### src/design/xbar_pkg.sv
package xbar_pkg;

  // message and port geometry
  localparam int MSG_WIDTH = 32;
  localparam int N_PORTS = 4;
  localparam int PORT_BITS = 2;

  // per-input buffering
  localparam int FIFO_DEPTH = 4;
  localparam int FIFO_PTR_BITS = $clog2(FIFO_DEPTH);
  localparam int FIFO_CNT_BITS = $clog2(FIFO_DEPTH + 1);

  localparam int COUNT_WIDTH = 16;

  // AXI4-Lite geometry
  localparam int AXIL_ADDR_WIDTH = 8;
  localparam int AXIL_DATA_WIDTH = 32;

  typedef logic [MSG_WIDTH-1:0] msg_t;
  typedef logic [PORT_BITS-1:0] port_idx_t;
  typedef logic [COUNT_WIDTH-1:0] count_t;
  typedef logic [AXIL_ADDR_WIDTH-1:0] axil_addr_t;
  typedef logic [AXIL_DATA_WIDTH-1:0] axil_data_t;

  // register map, counters are one word apart
  localparam axil_addr_t REG_ROUTE = 8'h00;
  localparam axil_addr_t REG_OVERRIDE = 8'h04;
  localparam axil_addr_t REG_COUNT_BASE = 8'h10;
  localparam axil_addr_t REG_COUNT_END = REG_COUNT_BASE + axil_addr_t'(4 * N_PORTS);

  // in_sel sits above out_sel, matching bits 3..2 and 1..0 of REG_ROUTE
  typedef struct packed {
    port_idx_t in_sel;
    port_idx_t out_sel;
  } route_t;

  typedef struct packed {
    route_t route;
    logic input_override;
    logic output_override;
  } route_cfg_t;

  typedef enum logic [1:0] {
    RESP_OKAY = 2'b00,
    RESP_SLVERR = 2'b10
  } axil_resp_t;

  typedef enum logic [2:0] {
    CSR_IDLE,
    CSR_WADDR,
    CSR_WRESP,
    CSR_RADDR,
    CSR_RDATA
  } csr_state_t;

endpackage

### src/design/egress_stage.sv
`timescale 1ns/1ps

module egress_stage (
  input  logic            clk,
  input  logic            reset,
  input  xbar_pkg::msg_t  in_msg,
  input  logic            in_val,
  output logic            in_rdy,
  output xbar_pkg::msg_t  send_msg,
  output logic            send_val,
  input  logic            send_rdy,
  output xbar_pkg::count_t delivered
);

  import xbar_pkg::*;

  logic full;
  msg_t data_q;
  logic load;
  logic sent;

  assign send_val = full;
  assign send_msg = data_q;

  // accept when empty or when the held word leaves this cycle
  assign in_rdy = !full || send_rdy;
  assign load = in_val && in_rdy;
  assign sent = full && send_rdy;

  always_ff @(posedge clk) begin
    if (reset) begin
      full <= 1'b0;
    end else if (load) begin
      full <= 1'b1;
    end else if (sent) begin
      full <= 1'b0;
    end
  end

  always_ff @(posedge clk) begin
    if (load) begin
      data_q <= in_msg;
    end
  end

  // wraps at the counter width
  always_ff @(posedge clk) begin
    if (reset) begin
      delivered <= '0;
    end else if (sent) begin
      delivered <= delivered + count_t'(1);
    end
  end

endmodule

### src/design/msg_fifo.sv
`timescale 1ns/1ps

module msg_fifo (
  input  logic          clk,
  input  logic          reset,
  input  xbar_pkg::msg_t in_msg,
  input  logic          in_val,
  output logic          in_rdy,
  output xbar_pkg::msg_t out_msg,
  output logic          out_val,
  input  logic          out_rdy
);

  import xbar_pkg::*;

  msg_t mem [FIFO_DEPTH];
  logic [FIFO_PTR_BITS-1:0] wr_ptr;
  logic [FIFO_PTR_BITS-1:0] rd_ptr;
  logic [FIFO_CNT_BITS-1:0] occupancy;
  logic push;
  logic pop;

  // full refuses the push even when a pop happens in the same cycle
  assign in_rdy = (occupancy != FIFO_CNT_BITS'(FIFO_DEPTH));
  assign out_val = (occupancy != '0);
  assign out_msg = mem[rd_ptr];

  assign push = in_val && in_rdy;
  assign pop = out_val && out_rdy;

  function automatic logic [FIFO_PTR_BITS-1:0] next_ptr(input logic [FIFO_PTR_BITS-1:0] ptr);
    if (ptr == FIFO_PTR_BITS'(FIFO_DEPTH - 1)) begin
      return '0;
    end
    return ptr + FIFO_PTR_BITS'(1);
  endfunction

  always_ff @(posedge clk) begin
    if (reset) begin
      wr_ptr <= '0;
      rd_ptr <= '0;
      occupancy <= '0;
    end else begin
      if (push) begin
        wr_ptr <= next_ptr(wr_ptr);
      end
      if (pop) begin
        rd_ptr <= next_ptr(rd_ptr);
      end
      // occupancy only moves when exactly one side fires
      if (push && !pop) begin
        occupancy <= occupancy + FIFO_CNT_BITS'(1);
      end else if (pop && !push) begin
        occupancy <= occupancy - FIFO_CNT_BITS'(1);
      end
    end
  end

  // storage
  always_ff @(posedge clk) begin
    if (push) begin
      mem[wr_ptr] <= in_msg;
    end
  end

endmodule

### src/design/route_crossbar.sv
`timescale 1ns/1ps

module route_crossbar (
  input  logic               clk,
  input  logic               reset,
  input  xbar_pkg::route_cfg_t cfg,
  input  logic               cfg_write,
  input  xbar_pkg::msg_t     in_msg [xbar_pkg::N_PORTS],
  input  logic               in_val [xbar_pkg::N_PORTS],
  output logic               in_rdy [xbar_pkg::N_PORTS],
  output xbar_pkg::msg_t     out_msg [xbar_pkg::N_PORTS],
  output logic               out_val [xbar_pkg::N_PORTS],
  input  logic               out_rdy [xbar_pkg::N_PORTS]
);

  import xbar_pkg::*;

  route_cfg_t stored_cfg;
  port_idx_t in_sel;
  port_idx_t out_sel;

  // local copy of the route, loaded on the csr strobe
  always_ff @(posedge clk) begin
    if (reset) begin
      stored_cfg <= '0;
    end else if (cfg_write) begin
      stored_cfg <= cfg;
    end
  end

  // overrides pin the selector to port 0
  always_comb begin
    if (stored_cfg.input_override) begin
      in_sel = '0;
    end else begin
      in_sel = stored_cfg.route.in_sel;
    end
    if (stored_cfg.output_override) begin
      out_sel = '0;
    end else begin
      out_sel = stored_cfg.route.out_sel;
    end
  end

  // one path only, everything else idles at zero
  always_comb begin
    for (int i = 0; i < N_PORTS; i++) begin
      if (port_idx_t'(i) == out_sel) begin
        out_msg[i] = in_msg[in_sel];
        out_val[i] = in_val[in_sel];
      end else begin
        out_msg[i] = '0;
        out_val[i] = 1'b0;
      end
    end
    for (int i = 0; i < N_PORTS; i++) begin
      if (port_idx_t'(i) == in_sel) begin
        in_rdy[i] = out_rdy[out_sel];
      end else begin
        in_rdy[i] = 1'b0;
      end
    end
  end

endmodule

### src/design/xbar_csr.sv
`timescale 1ns/1ps

module xbar_csr (
  input  logic                 clk,
  input  logic                 reset,

  input  xbar_pkg::axil_addr_t awaddr,
  input  logic                 awvalid,
  output logic                 awready,
  input  xbar_pkg::axil_data_t wdata,
  input  logic                 wvalid,
  output logic                 wready,
  output xbar_pkg::axil_resp_t bresp,
  output logic                 bvalid,
  input  logic                 bready,

  input  xbar_pkg::axil_addr_t araddr,
  input  logic                 arvalid,
  output logic                 arready,
  output xbar_pkg::axil_data_t rdata,
  output xbar_pkg::axil_resp_t rresp,
  output logic                 rvalid,
  input  logic                 rready,

  input  xbar_pkg::count_t     counts [xbar_pkg::N_PORTS],
  output xbar_pkg::route_cfg_t route_cfg,
  output logic                 cfg_write
);

  import xbar_pkg::*;

  csr_state_t state;
  csr_state_t state_next;

  function automatic logic is_count_addr(input axil_addr_t addr);
    return (addr >= REG_COUNT_BASE) && (addr < REG_COUNT_END) && (addr[1:0] == 2'b00);
  endfunction

  function automatic port_idx_t count_index(input axil_addr_t addr);
    return port_idx_t'((addr - REG_COUNT_BASE) >> 2);
  endfunction

  // handshake signals straight from the state
  assign awready = (state == CSR_WADDR);
  assign wready = (state == CSR_WADDR);
  assign bvalid = (state == CSR_WRESP);
  assign arready = (state == CSR_RADDR);
  assign rvalid = (state == CSR_RDATA);

  always_comb begin
    state_next = state;
    case (state)
      CSR_IDLE: begin
        // writes win if both arrive together
        if (awvalid && wvalid) begin
          state_next = CSR_WADDR;
        end else if (arvalid) begin
          state_next = CSR_RADDR;
        end
      end
      CSR_WADDR: state_next = CSR_WRESP;
      CSR_WRESP: begin
        if (bready) begin
          state_next = CSR_IDLE;
        end
      end
      CSR_RADDR: state_next = CSR_RDATA;
      CSR_RDATA: begin
        if (rready) begin
          state_next = CSR_IDLE;
        end
      end
      default: state_next = CSR_IDLE;
    endcase
  end

  always_ff @(posedge clk) begin
    if (reset) begin
      state <= CSR_IDLE;
    end else begin
      state <= state_next;
    end
  end

  // register writes land on the aw/w handshake edge, strobe follows for one cycle
  always_ff @(posedge clk) begin
    if (reset) begin
      route_cfg <= '0;
      cfg_write <= 1'b0;
    end else begin
      cfg_write <= 1'b0;
      if (state == CSR_WADDR) begin
        if (awaddr == REG_ROUTE) begin
          route_cfg.route <= route_t'(wdata[2*PORT_BITS-1:0]);
          cfg_write <= 1'b1;
        end else if (awaddr == REG_OVERRIDE) begin
          route_cfg.input_override <= wdata[0];
          route_cfg.output_override <= wdata[1];
          cfg_write <= 1'b1;
        end
      end
    end
  end

  // write response, counters are read-only
  always_ff @(posedge clk) begin
    if (state == CSR_WADDR) begin
      if (awaddr == REG_ROUTE || awaddr == REG_OVERRIDE) begin
        bresp <= RESP_OKAY;
      end else begin
        bresp <= RESP_SLVERR;
      end
    end
  end

  // read data captured on the ar handshake
  always_ff @(posedge clk) begin
    if (state == CSR_RADDR) begin
      rresp <= RESP_OKAY;
      if (araddr == REG_ROUTE) begin
        rdata <= axil_data_t'(route_cfg.route);
      end else if (araddr == REG_OVERRIDE) begin
        rdata <= axil_data_t'({route_cfg.output_override, route_cfg.input_override});
      end else if (is_count_addr(araddr)) begin
        rdata <= axil_data_t'(counts[count_index(araddr)]);
      end else begin
        rdata <= '0;
        rresp <= RESP_SLVERR;
      end
    end
  end

endmodule

### src/design/xbar_subsystem.sv
`timescale 1ns/1ps

module xbar_subsystem (
  input  logic                 clk,
  input  logic                 reset,

  input  xbar_pkg::msg_t       recv_msg [xbar_pkg::N_PORTS],
  input  logic                 recv_val [xbar_pkg::N_PORTS],
  output logic                 recv_rdy [xbar_pkg::N_PORTS],

  output xbar_pkg::msg_t       send_msg [xbar_pkg::N_PORTS],
  output logic                 send_val [xbar_pkg::N_PORTS],
  input  logic                 send_rdy [xbar_pkg::N_PORTS],

  input  xbar_pkg::axil_addr_t awaddr,
  input  logic                 awvalid,
  output logic                 awready,
  input  xbar_pkg::axil_data_t wdata,
  input  logic                 wvalid,
  output logic                 wready,
  output xbar_pkg::axil_resp_t bresp,
  output logic                 bvalid,
  input  logic                 bready,
  input  xbar_pkg::axil_addr_t araddr,
  input  logic                 arvalid,
  output logic                 arready,
  output xbar_pkg::axil_data_t rdata,
  output xbar_pkg::axil_resp_t rresp,
  output logic                 rvalid,
  input  logic                 rready
);

  import xbar_pkg::*;

  // fifo heads into the crossbar
  msg_t fifo_msg [N_PORTS];
  logic fifo_val [N_PORTS];
  logic fifo_rdy [N_PORTS];

  // crossbar outputs into the egress slices
  msg_t egr_msg [N_PORTS];
  logic egr_val [N_PORTS];
  logic egr_rdy [N_PORTS];

  count_t counts [N_PORTS];
  route_cfg_t route_cfg;
  logic cfg_write;

  for (genvar i = 0; i < N_PORTS; i++) begin : g_port
    msg_fifo i_msg_fifo (
      .clk     (clk),
      .reset   (reset),
      .in_msg  (recv_msg[i]),
      .in_val  (recv_val[i]),
      .in_rdy  (recv_rdy[i]),
      .out_msg (fifo_msg[i]),
      .out_val (fifo_val[i]),
      .out_rdy (fifo_rdy[i])
    );

    egress_stage i_egress_stage (
      .clk       (clk),
      .reset     (reset),
      .in_msg    (egr_msg[i]),
      .in_val    (egr_val[i]),
      .in_rdy    (egr_rdy[i]),
      .send_msg  (send_msg[i]),
      .send_val  (send_val[i]),
      .send_rdy  (send_rdy[i]),
      .delivered (counts[i])
    );
  end

  route_crossbar i_route_crossbar (
    .clk       (clk),
    .reset     (reset),
    .cfg       (route_cfg),
    .cfg_write (cfg_write),
    .in_msg    (fifo_msg),
    .in_val    (fifo_val),
    .in_rdy    (fifo_rdy),
    .out_msg   (egr_msg),
    .out_val   (egr_val),
    .out_rdy   (egr_rdy)
  );

  xbar_csr i_xbar_csr (
    .clk       (clk),
    .reset     (reset),
    .awaddr    (awaddr),
    .awvalid   (awvalid),
    .awready   (awready),
    .wdata     (wdata),
    .wvalid    (wvalid),
    .wready    (wready),
    .bresp     (bresp),
    .bvalid    (bvalid),
    .bready    (bready),
    .araddr    (araddr),
    .arvalid   (arvalid),
    .arready   (arready),
    .rdata     (rdata),
    .rresp     (rresp),
    .rvalid    (rvalid),
    .rready    (rready),
    .counts    (counts),
    .route_cfg (route_cfg),
    .cfg_write (cfg_write)
  );

endmodule

### config.mk
export PLATFORM = sky130hd
export DESIGN_NAME = xbar_subsystem
export DESIGN_NICKNAME = d
export VERILOG_FILES = /design/src/design/xbar_pkg.sv /design/src/design/egress_stage.sv /design/src/design/msg_fifo.sv /design/src/design/route_crossbar.sv /design/src/design/xbar_csr.sv /design/src/design/xbar_subsystem.sv
export SDC_FILE = /design/constraint.sdc
export NUM_CORES = 1
export LEC_CHECK = 0
export ABC_AREA = 1
export BUFFER_PORTS_ARGS = -buffer_cell sky130_fd_sc_hd__buf_4
export CORE_UTILIZATION = 56
export CTS_CLUSTER_DIAMETER = 200
export CTS_CLUSTER_SIZE = 25
export DETAILED_ROUTE_END_ITERATION = 10
export PLACE_DENSITY_LB_ADDON = 0.3
export SETUP_SLACK_MARGIN = 0.4
export SYNTH_ARGS = -nofsm -noshare
export SYNTH_HDL_FRONTEND = slang
export SYNTH_SLANG_ARGS = --single-unit
### constraint.sdc
create_clock -name clk -period 3.2 [get_ports clk]
set_clock_uncertainty 0.15 [all_clocks]
set_input_delay 0.64 -clock clk [delete_from_list [all_inputs] [get_ports clk]]
set_output_delay 0.64 -clock clk [all_outputs]
set_load 0.05 [all_outputs]
# Word-level counts from Yosys, hierarchy flattened
# Memory sizes are Yosys's and may differ from the RTL's. A register that Yosys moved wholly into a read port is not among the register bits.
# Cells that the tools add are included.
# W data, S select, Z words.
# classes
mux	106
n_reduce_logical	68
n_lt_le_gt_ge	5
eq_ne	27
bitwise_logic	6
n_addsub	21
# ops
cell	count
$add A16 B1 Y16 const B	4
$bmux W32 S2	1
$mux W32	2
$mux W2	28
$mux W1	54
$mux W3	12
$bmux W16 S2	1
$mux W16	2
$logic_and A1 B1 Y1	27
$add A2 B1 Y2 const B	8
$eq A2 B2 Y1 const B	8
$eq A8 B3 Y1 const B	2
$logic_not A8 Y1	2
$reduce_bool A2 Y1	8
$pmux W3 S5	1
$add A3 B1 Y3 const B	4
$logic_not A1 Y1	12
$mux W4	3
$ne A3 B3 Y1 const B	4
$reduce_bool A3 Y1	4
$sub A3 B1 Y3 const B	4
$ge A3 B3 Y1 const B	3
$not A2 Y3	3
$eq A2 B2 Y1 const A	4
18 further kinds	32
# totals
ff_bits	276
mem_bits_rw	512
n_memories	4
in_bits	191
wordCells	276
out_inout_bits	177
# memory_table
memory	depth	width	read_ports	rd_clocked_by_memory_dff	wr	line	source
g_port[0].i_msg_fifo.mem	4	32	1	1	1	msg_fifo.sv:16	msg_t mem [FIFO_DEPTH];
g_port[1].i_msg_fifo.mem	4	32	1	1	1	msg_fifo.sv:16	
g_port[2].i_msg_fifo.mem	4	32	1	1	1	msg_fifo.sv:16	
g_port[3].i_msg_fifo.mem	4	32	1	1	1	msg_fifo.sv:16	

# Depth between registers and ports, before layout
# depth
ltp_word	12
ltp_mapped	14
mapped_depth_nobuf	14

# Hierarchy
# From an unflattened synthesis, not the netlist that was laid out.
# hier_totals
cells_unflattened	2894
hier_area_um2	32587.5
# by_module_without_submodules
module	cells_per_inst	seq_area_each_um2	n_inst	area_per_inst_um2
msg_fifo (g_port[1].i_msg_fifo ...)	378	4023.9	3	5276.3
egress_stage	158	1301.2	4	1790.5
msg_fifo (g_port[0].i_msg_fifo)	378	4023.9	1	5273.8
route_crossbar	468	120.1	1	2354.8
xbar_csr	282	740.7	1	1968.1

# Worst setup path after synthesis
# Ideal clock, no wire load.
# synth_path
kind	register to output
start	register i_xbar_csr.state[0]
end	output arready
path_stages_with_launch	3
setup_slack_ps	-294
required_time_ps	2410
path_buffers	0
t_arrival_ps	2704
path_cell_list	dfxtp_1 inv_1 nor3_1
# synth_between
elab_chain_cells	1
# synth_lines
item	line	source
start, declared	xbar_csr.sv:32	csr_state_t state;
start signal, assigned	xbar_csr.sv:81	state <= state_next;
$eq A3 B2 Y1	xbar_csr.sv:47	assign arready = (state == CSR_RADDR);
end, declared	xbar_subsystem.sv:26	output logic arready,
# No other way between the ends.

# Worst setup path in the final report
# Same ends and word-level chain as after synthesis.

==> results by stage <==
Cells and area:
- The post-route netlist has 14.5% of its cells at a drive strength greater than 1.
- The fill cell total of the finished layout is between 4000 and 5000.
- The synthesis-to-layout area growth is 12.7%.
- In the final design database the tool counted approximately 3600 nets.
- Cells fill 64.2% of the core in the end.

Flow run:
- Across the run, the number of max-cap violations was 0.

Clock network:
- The TritonCTS clock tree is yes.
- After clock tree synthesis, the flow added hold-fix buffers numbering 0.
- The clock transition at the registers of the reported paths is 100 ps.
- The clock latency at the later pin of the worst-skew pair is 590 ps.
- Buffers inserted during clock tree synthesis total 37.
- The number of H-tree levels is 2.
- The number of buffers inserted to repair setup after CTS is 0.
- The number of gates resized after CTS was 0.
- The maximum clock insertion buffer count is 3.
- The tree built by TritonCTS fans out to 778 sinks.
- The clock tree root driver cell is clkbuf_16.

Detailed routing:
- The count of antenna-violating nets left after detailed routing is 0.
- The routed layout has between 20000 and 25000 vias.
- The total DRC errors in the routed layout is 0.
- The total wire length is ~81000 um.
- The vias per cell is between 5 and 6.
- In the final routed layout, each cell accounts on average for 19.6 um.
- The number of DRC markers in iteration 0 is 2210.
- The first detailed-routing pass ran for 7 iterations.

Synthesis:
- The cell count after synthesis came out at 3062.
- In this run, distinct cell masters in the synthesized netlist total 37.
- After synthesis, the largest area contributor takes up about 61% of total cell area.
- The async set-or-reset flop fraction in the synthesized netlist is 0%.
- Sorting the synthesized cells by area gives the leading types as edfxtp_1 61%, nor2_1 7.8%, dfxtp_1 7.4%, nand2_1 7.4%, o21ai_0 4.1%.
- Counting flops with a built-in enable in the synthesized netlist gives approximately 660.
- The summed instance area of the synthesized netlist is about 32000 um^2.
- By instance count, the leading cell after synthesis is nor2_1.
- In the synthesized netlist, the cells that appear most often are 668 x nor2_1, 658 x edfxtp_1, 633 x nand2_1, 262 x o21ai_0, 208 x inv_1.
- The share of synthesized area occupied by flip-flops and latches is 68.7%.
- The number of warnings reported in the yosys synthesis log is 0.
- The most common flop cell mapped by yosys is edfxtp_1.
- In this run, synthesis produced a sequential element count of between 700 and 800.
- Each instance of the synthesized netlist takes up on average between 10 and 15 um^2.
- The biggest area consumer among synthesized cells is edfxtp_1.

Hold path:
- Along the worst hold path, the cell count comes to 1.
- The worst hold-check path type is in2reg.
- The endpoint of the worst hold path is g_port[1].i_msg_fifo.mem[3][7]$_DFFE_PP_.
- The startpoint of the most critical hold path is recv_msg[71].

Run status:
- The flow ran to the end, and the final reports show no timing, DRC or antenna violations.

Pwr:
- The leakage power is 13.9 nW.
- Dividing total power by cell area gives a power density of around 630 nW/um^2.
- The power after layout is between 0.02 and 0.025 W.
- Across the VDD grid, the largest voltage drop is 435 uV.

STA:
- The minimum period implied by the final worst setup slack is 2720 ps.
- The fmax is 368 MHz.
- The setup TNS is 0 ps.
- Setup repair after global routing could not meet its margin everywhere.
- Once routing completed, OpenROAD measured the worst setup slack at between 400 and 500 ps.
- The actual slew at the worst max-slew pin is 1060 ps.
- The worst pin sits at a relative slew slack of 29.5%.
- The share of the clock period used by the worst path is a little over four fifths.
- The number of endpoints failing setup at the final stage is 0.
- The final count of pins violating max slew is 0.
- The total count of hold-check failures in the final report came to 0.

Place:
- Timing analysis after detailed placement gives a worst setup slack of 233 ps.
- Detailed placement finished with a half-perimeter wire length of between 50000 and 60000 um.
- Routability-driven placement finished with a final weighted congestion of ~0.85.
- Buffers placed on the I/O ports in this run total 321.

Floorplan:
- The number of placement rows is 87.
- The core region is 56600 um^2.
- The starting density of the core is 57.0%.
- The overall die height is 242 um.
- The die width is around 240 um.
- 368 I/O pins were placed.
- The die covers ~59000 um^2.

Worst setup path:
- The required time of the worst setup path is 2410 ps.
- The reg-to-reg critical path startpoint is g_port[1].i_egress_stage.send_val$_SDFFE_PP0P_.
- The worst setup path is captured at a primary output.
- The critical path is of the reg2out type.
- The endpoint arrival time on the critical path is 1930 ps.
- The number of cells on the worst reg-to-reg path is 13.
- In this run the register-to-register setup slack is 650 ps.
- The end of the worst register-to-register path is g_port[1].i_msg_fifo.occupancy[2]$_SDFFE_PP0P_.
- The highest fanout seen on the critical path is 5.
- The launching element type of the critical path is a flop.

Global route:
- The via count of the first global-routing pass is roughly 21000.
- The first global-routing pass estimated 121000 um of wire.
- The initial antenna violation count is 14.
- The total grt overflow is 0.
- Across every metal layer, demand over resource in global routing totals between 20% and 30%.
- The maximum number of pins on one net before global-route repair is 93.
==> per-layer routing <==
layer	part of all wire [%]	GRT usage [%]	up-vias
met4	3.0	8.75	10
met1	40	37.1	10800
li1	-	-	10700
met3	8.0	3.68	115
met5	0.065	0	-
met2	49	45.1	898
==> flip-flops by register name, indices dropped and copies added (netlist names), 3 cells and up, named ones only <==
name	flops
i_xbar_csr.state	3
i_xbar_csr.rdata	16
g_port.i_egress_stage.send_val	4
i_route_crossbar.stored_cfg	6
g_port.i_msg_fifo.wr_ptr	8
g_port.i_msg_fifo.occupancy	12
g_port.i_msg_fifo.rd_ptr	8
g_port.i_msg_fifo.mem	512
g_port.i_egress_stage.delivered	64
i_xbar_csr.route_cfg	6
g_port.i_egress_stage.send_msg	128
==> stage by stage <==
stage,instance area [um^2],cells,hold slack (ps)
floorplan,32300,3079,287
global placement,35200,4051,302
detailed placement,35200,4051,315
CTS,36300,4104,66.7
global route,36300,4113,75.2
finish,36300,4115,93.0
==> critical path, stage by stage (launching register included) <==
cell	delay (ps)
dfxtp_1	410
inv_1	100
nor3_2	510
buf_4	310
==> cell families after synthesis <==
logic type / after synthesis / synth area share, %
AO/OA/AOI/OAI: 447 / 7.08
XOR/XNOR: 4 / 0.109
adder cells (fa/ha/maj): 32 / 1.33
buffers and inverters: 365 / 5.12
flip-flops: 778 / 68.7
other: 1 / 0.0116
AND/OR/NAND/NOR: 1435 / 17.6
==> cell type report <==
| cell class | instances | area [um^2] | area share, % |
|---|---|---|---|
| Timing Repair Buffer | 365 | 2740 | 7.54 |
| Clock buffer | 51 | 1020 | 2.81 |
| Multi-Input combinational cell | 1936 | 8590 | 23.6 |
| Antenna cell | 11 | 27.5 | 0.0757 |
| Inverter | 216 | 811 | 2.23 |
| Clock inverter | 2 | 38.8 | 0.107 |
| Tap cell | 756 | 946 | 2.60 |
| Sequential cell | 778 | 22200 | 61.0 |
==> worst max-delay path by stage <==
stage / slack, ps / cells after the start / to / startpoint
floorplan: 460 / 2 / g_port[0].i_msg_fifo.mem[0][0]$_DFFE_PP_ / recv_val[3]
global placement: 320 / 13 / g_port[1].i_msg_fifo.occupancy[2]$_SDFFE_PP0P_ / send_rdy[3]
detailed placement: 230 / 13 / g_port[1].i_msg_fifo.occupancy[2]$_SDFFE_PP0P_ / send_rdy[3]
CTS: 470 / 3 / arready / i_xbar_csr.state[0]$_SDFFE_PP0P_
global route: 390 / 3 / arready / i_xbar_csr.state[0]$_SDFFE_PP0P_
finish: 480 / 3 / arready / i_xbar_csr.state[0]$_SDFFE_PP0P_
==> placed cells by master, fill, tap and decap left out, drive strengths merged, types with 17 or more instances in the layout <==
cell / Yosys / routed
edfxtp: 658 / 658
o21ai: 333 / 333
a21oi: 89 / 89
clkbuf: 49 / 51
nor2: 707 / 707
ha: 28 / 28
nand2: 633 / 633
nor3: 17 / 17
dfxtp: 120 / 120
nand3: 52 / 52
inv: 214 / 216
conb: 1 / 18
buf: 100 / 365
==> power by group <==
part	leakage (nW)	internal, W	switching (W)
Clock	0.511	0.00227	0.00301
Combinational	6.34	0.00137	0.00395
Sequential	7.02	0.0120	0.000239
Total	13.9	0.0156	0.00720
Power figures use the tool's default switching activity.
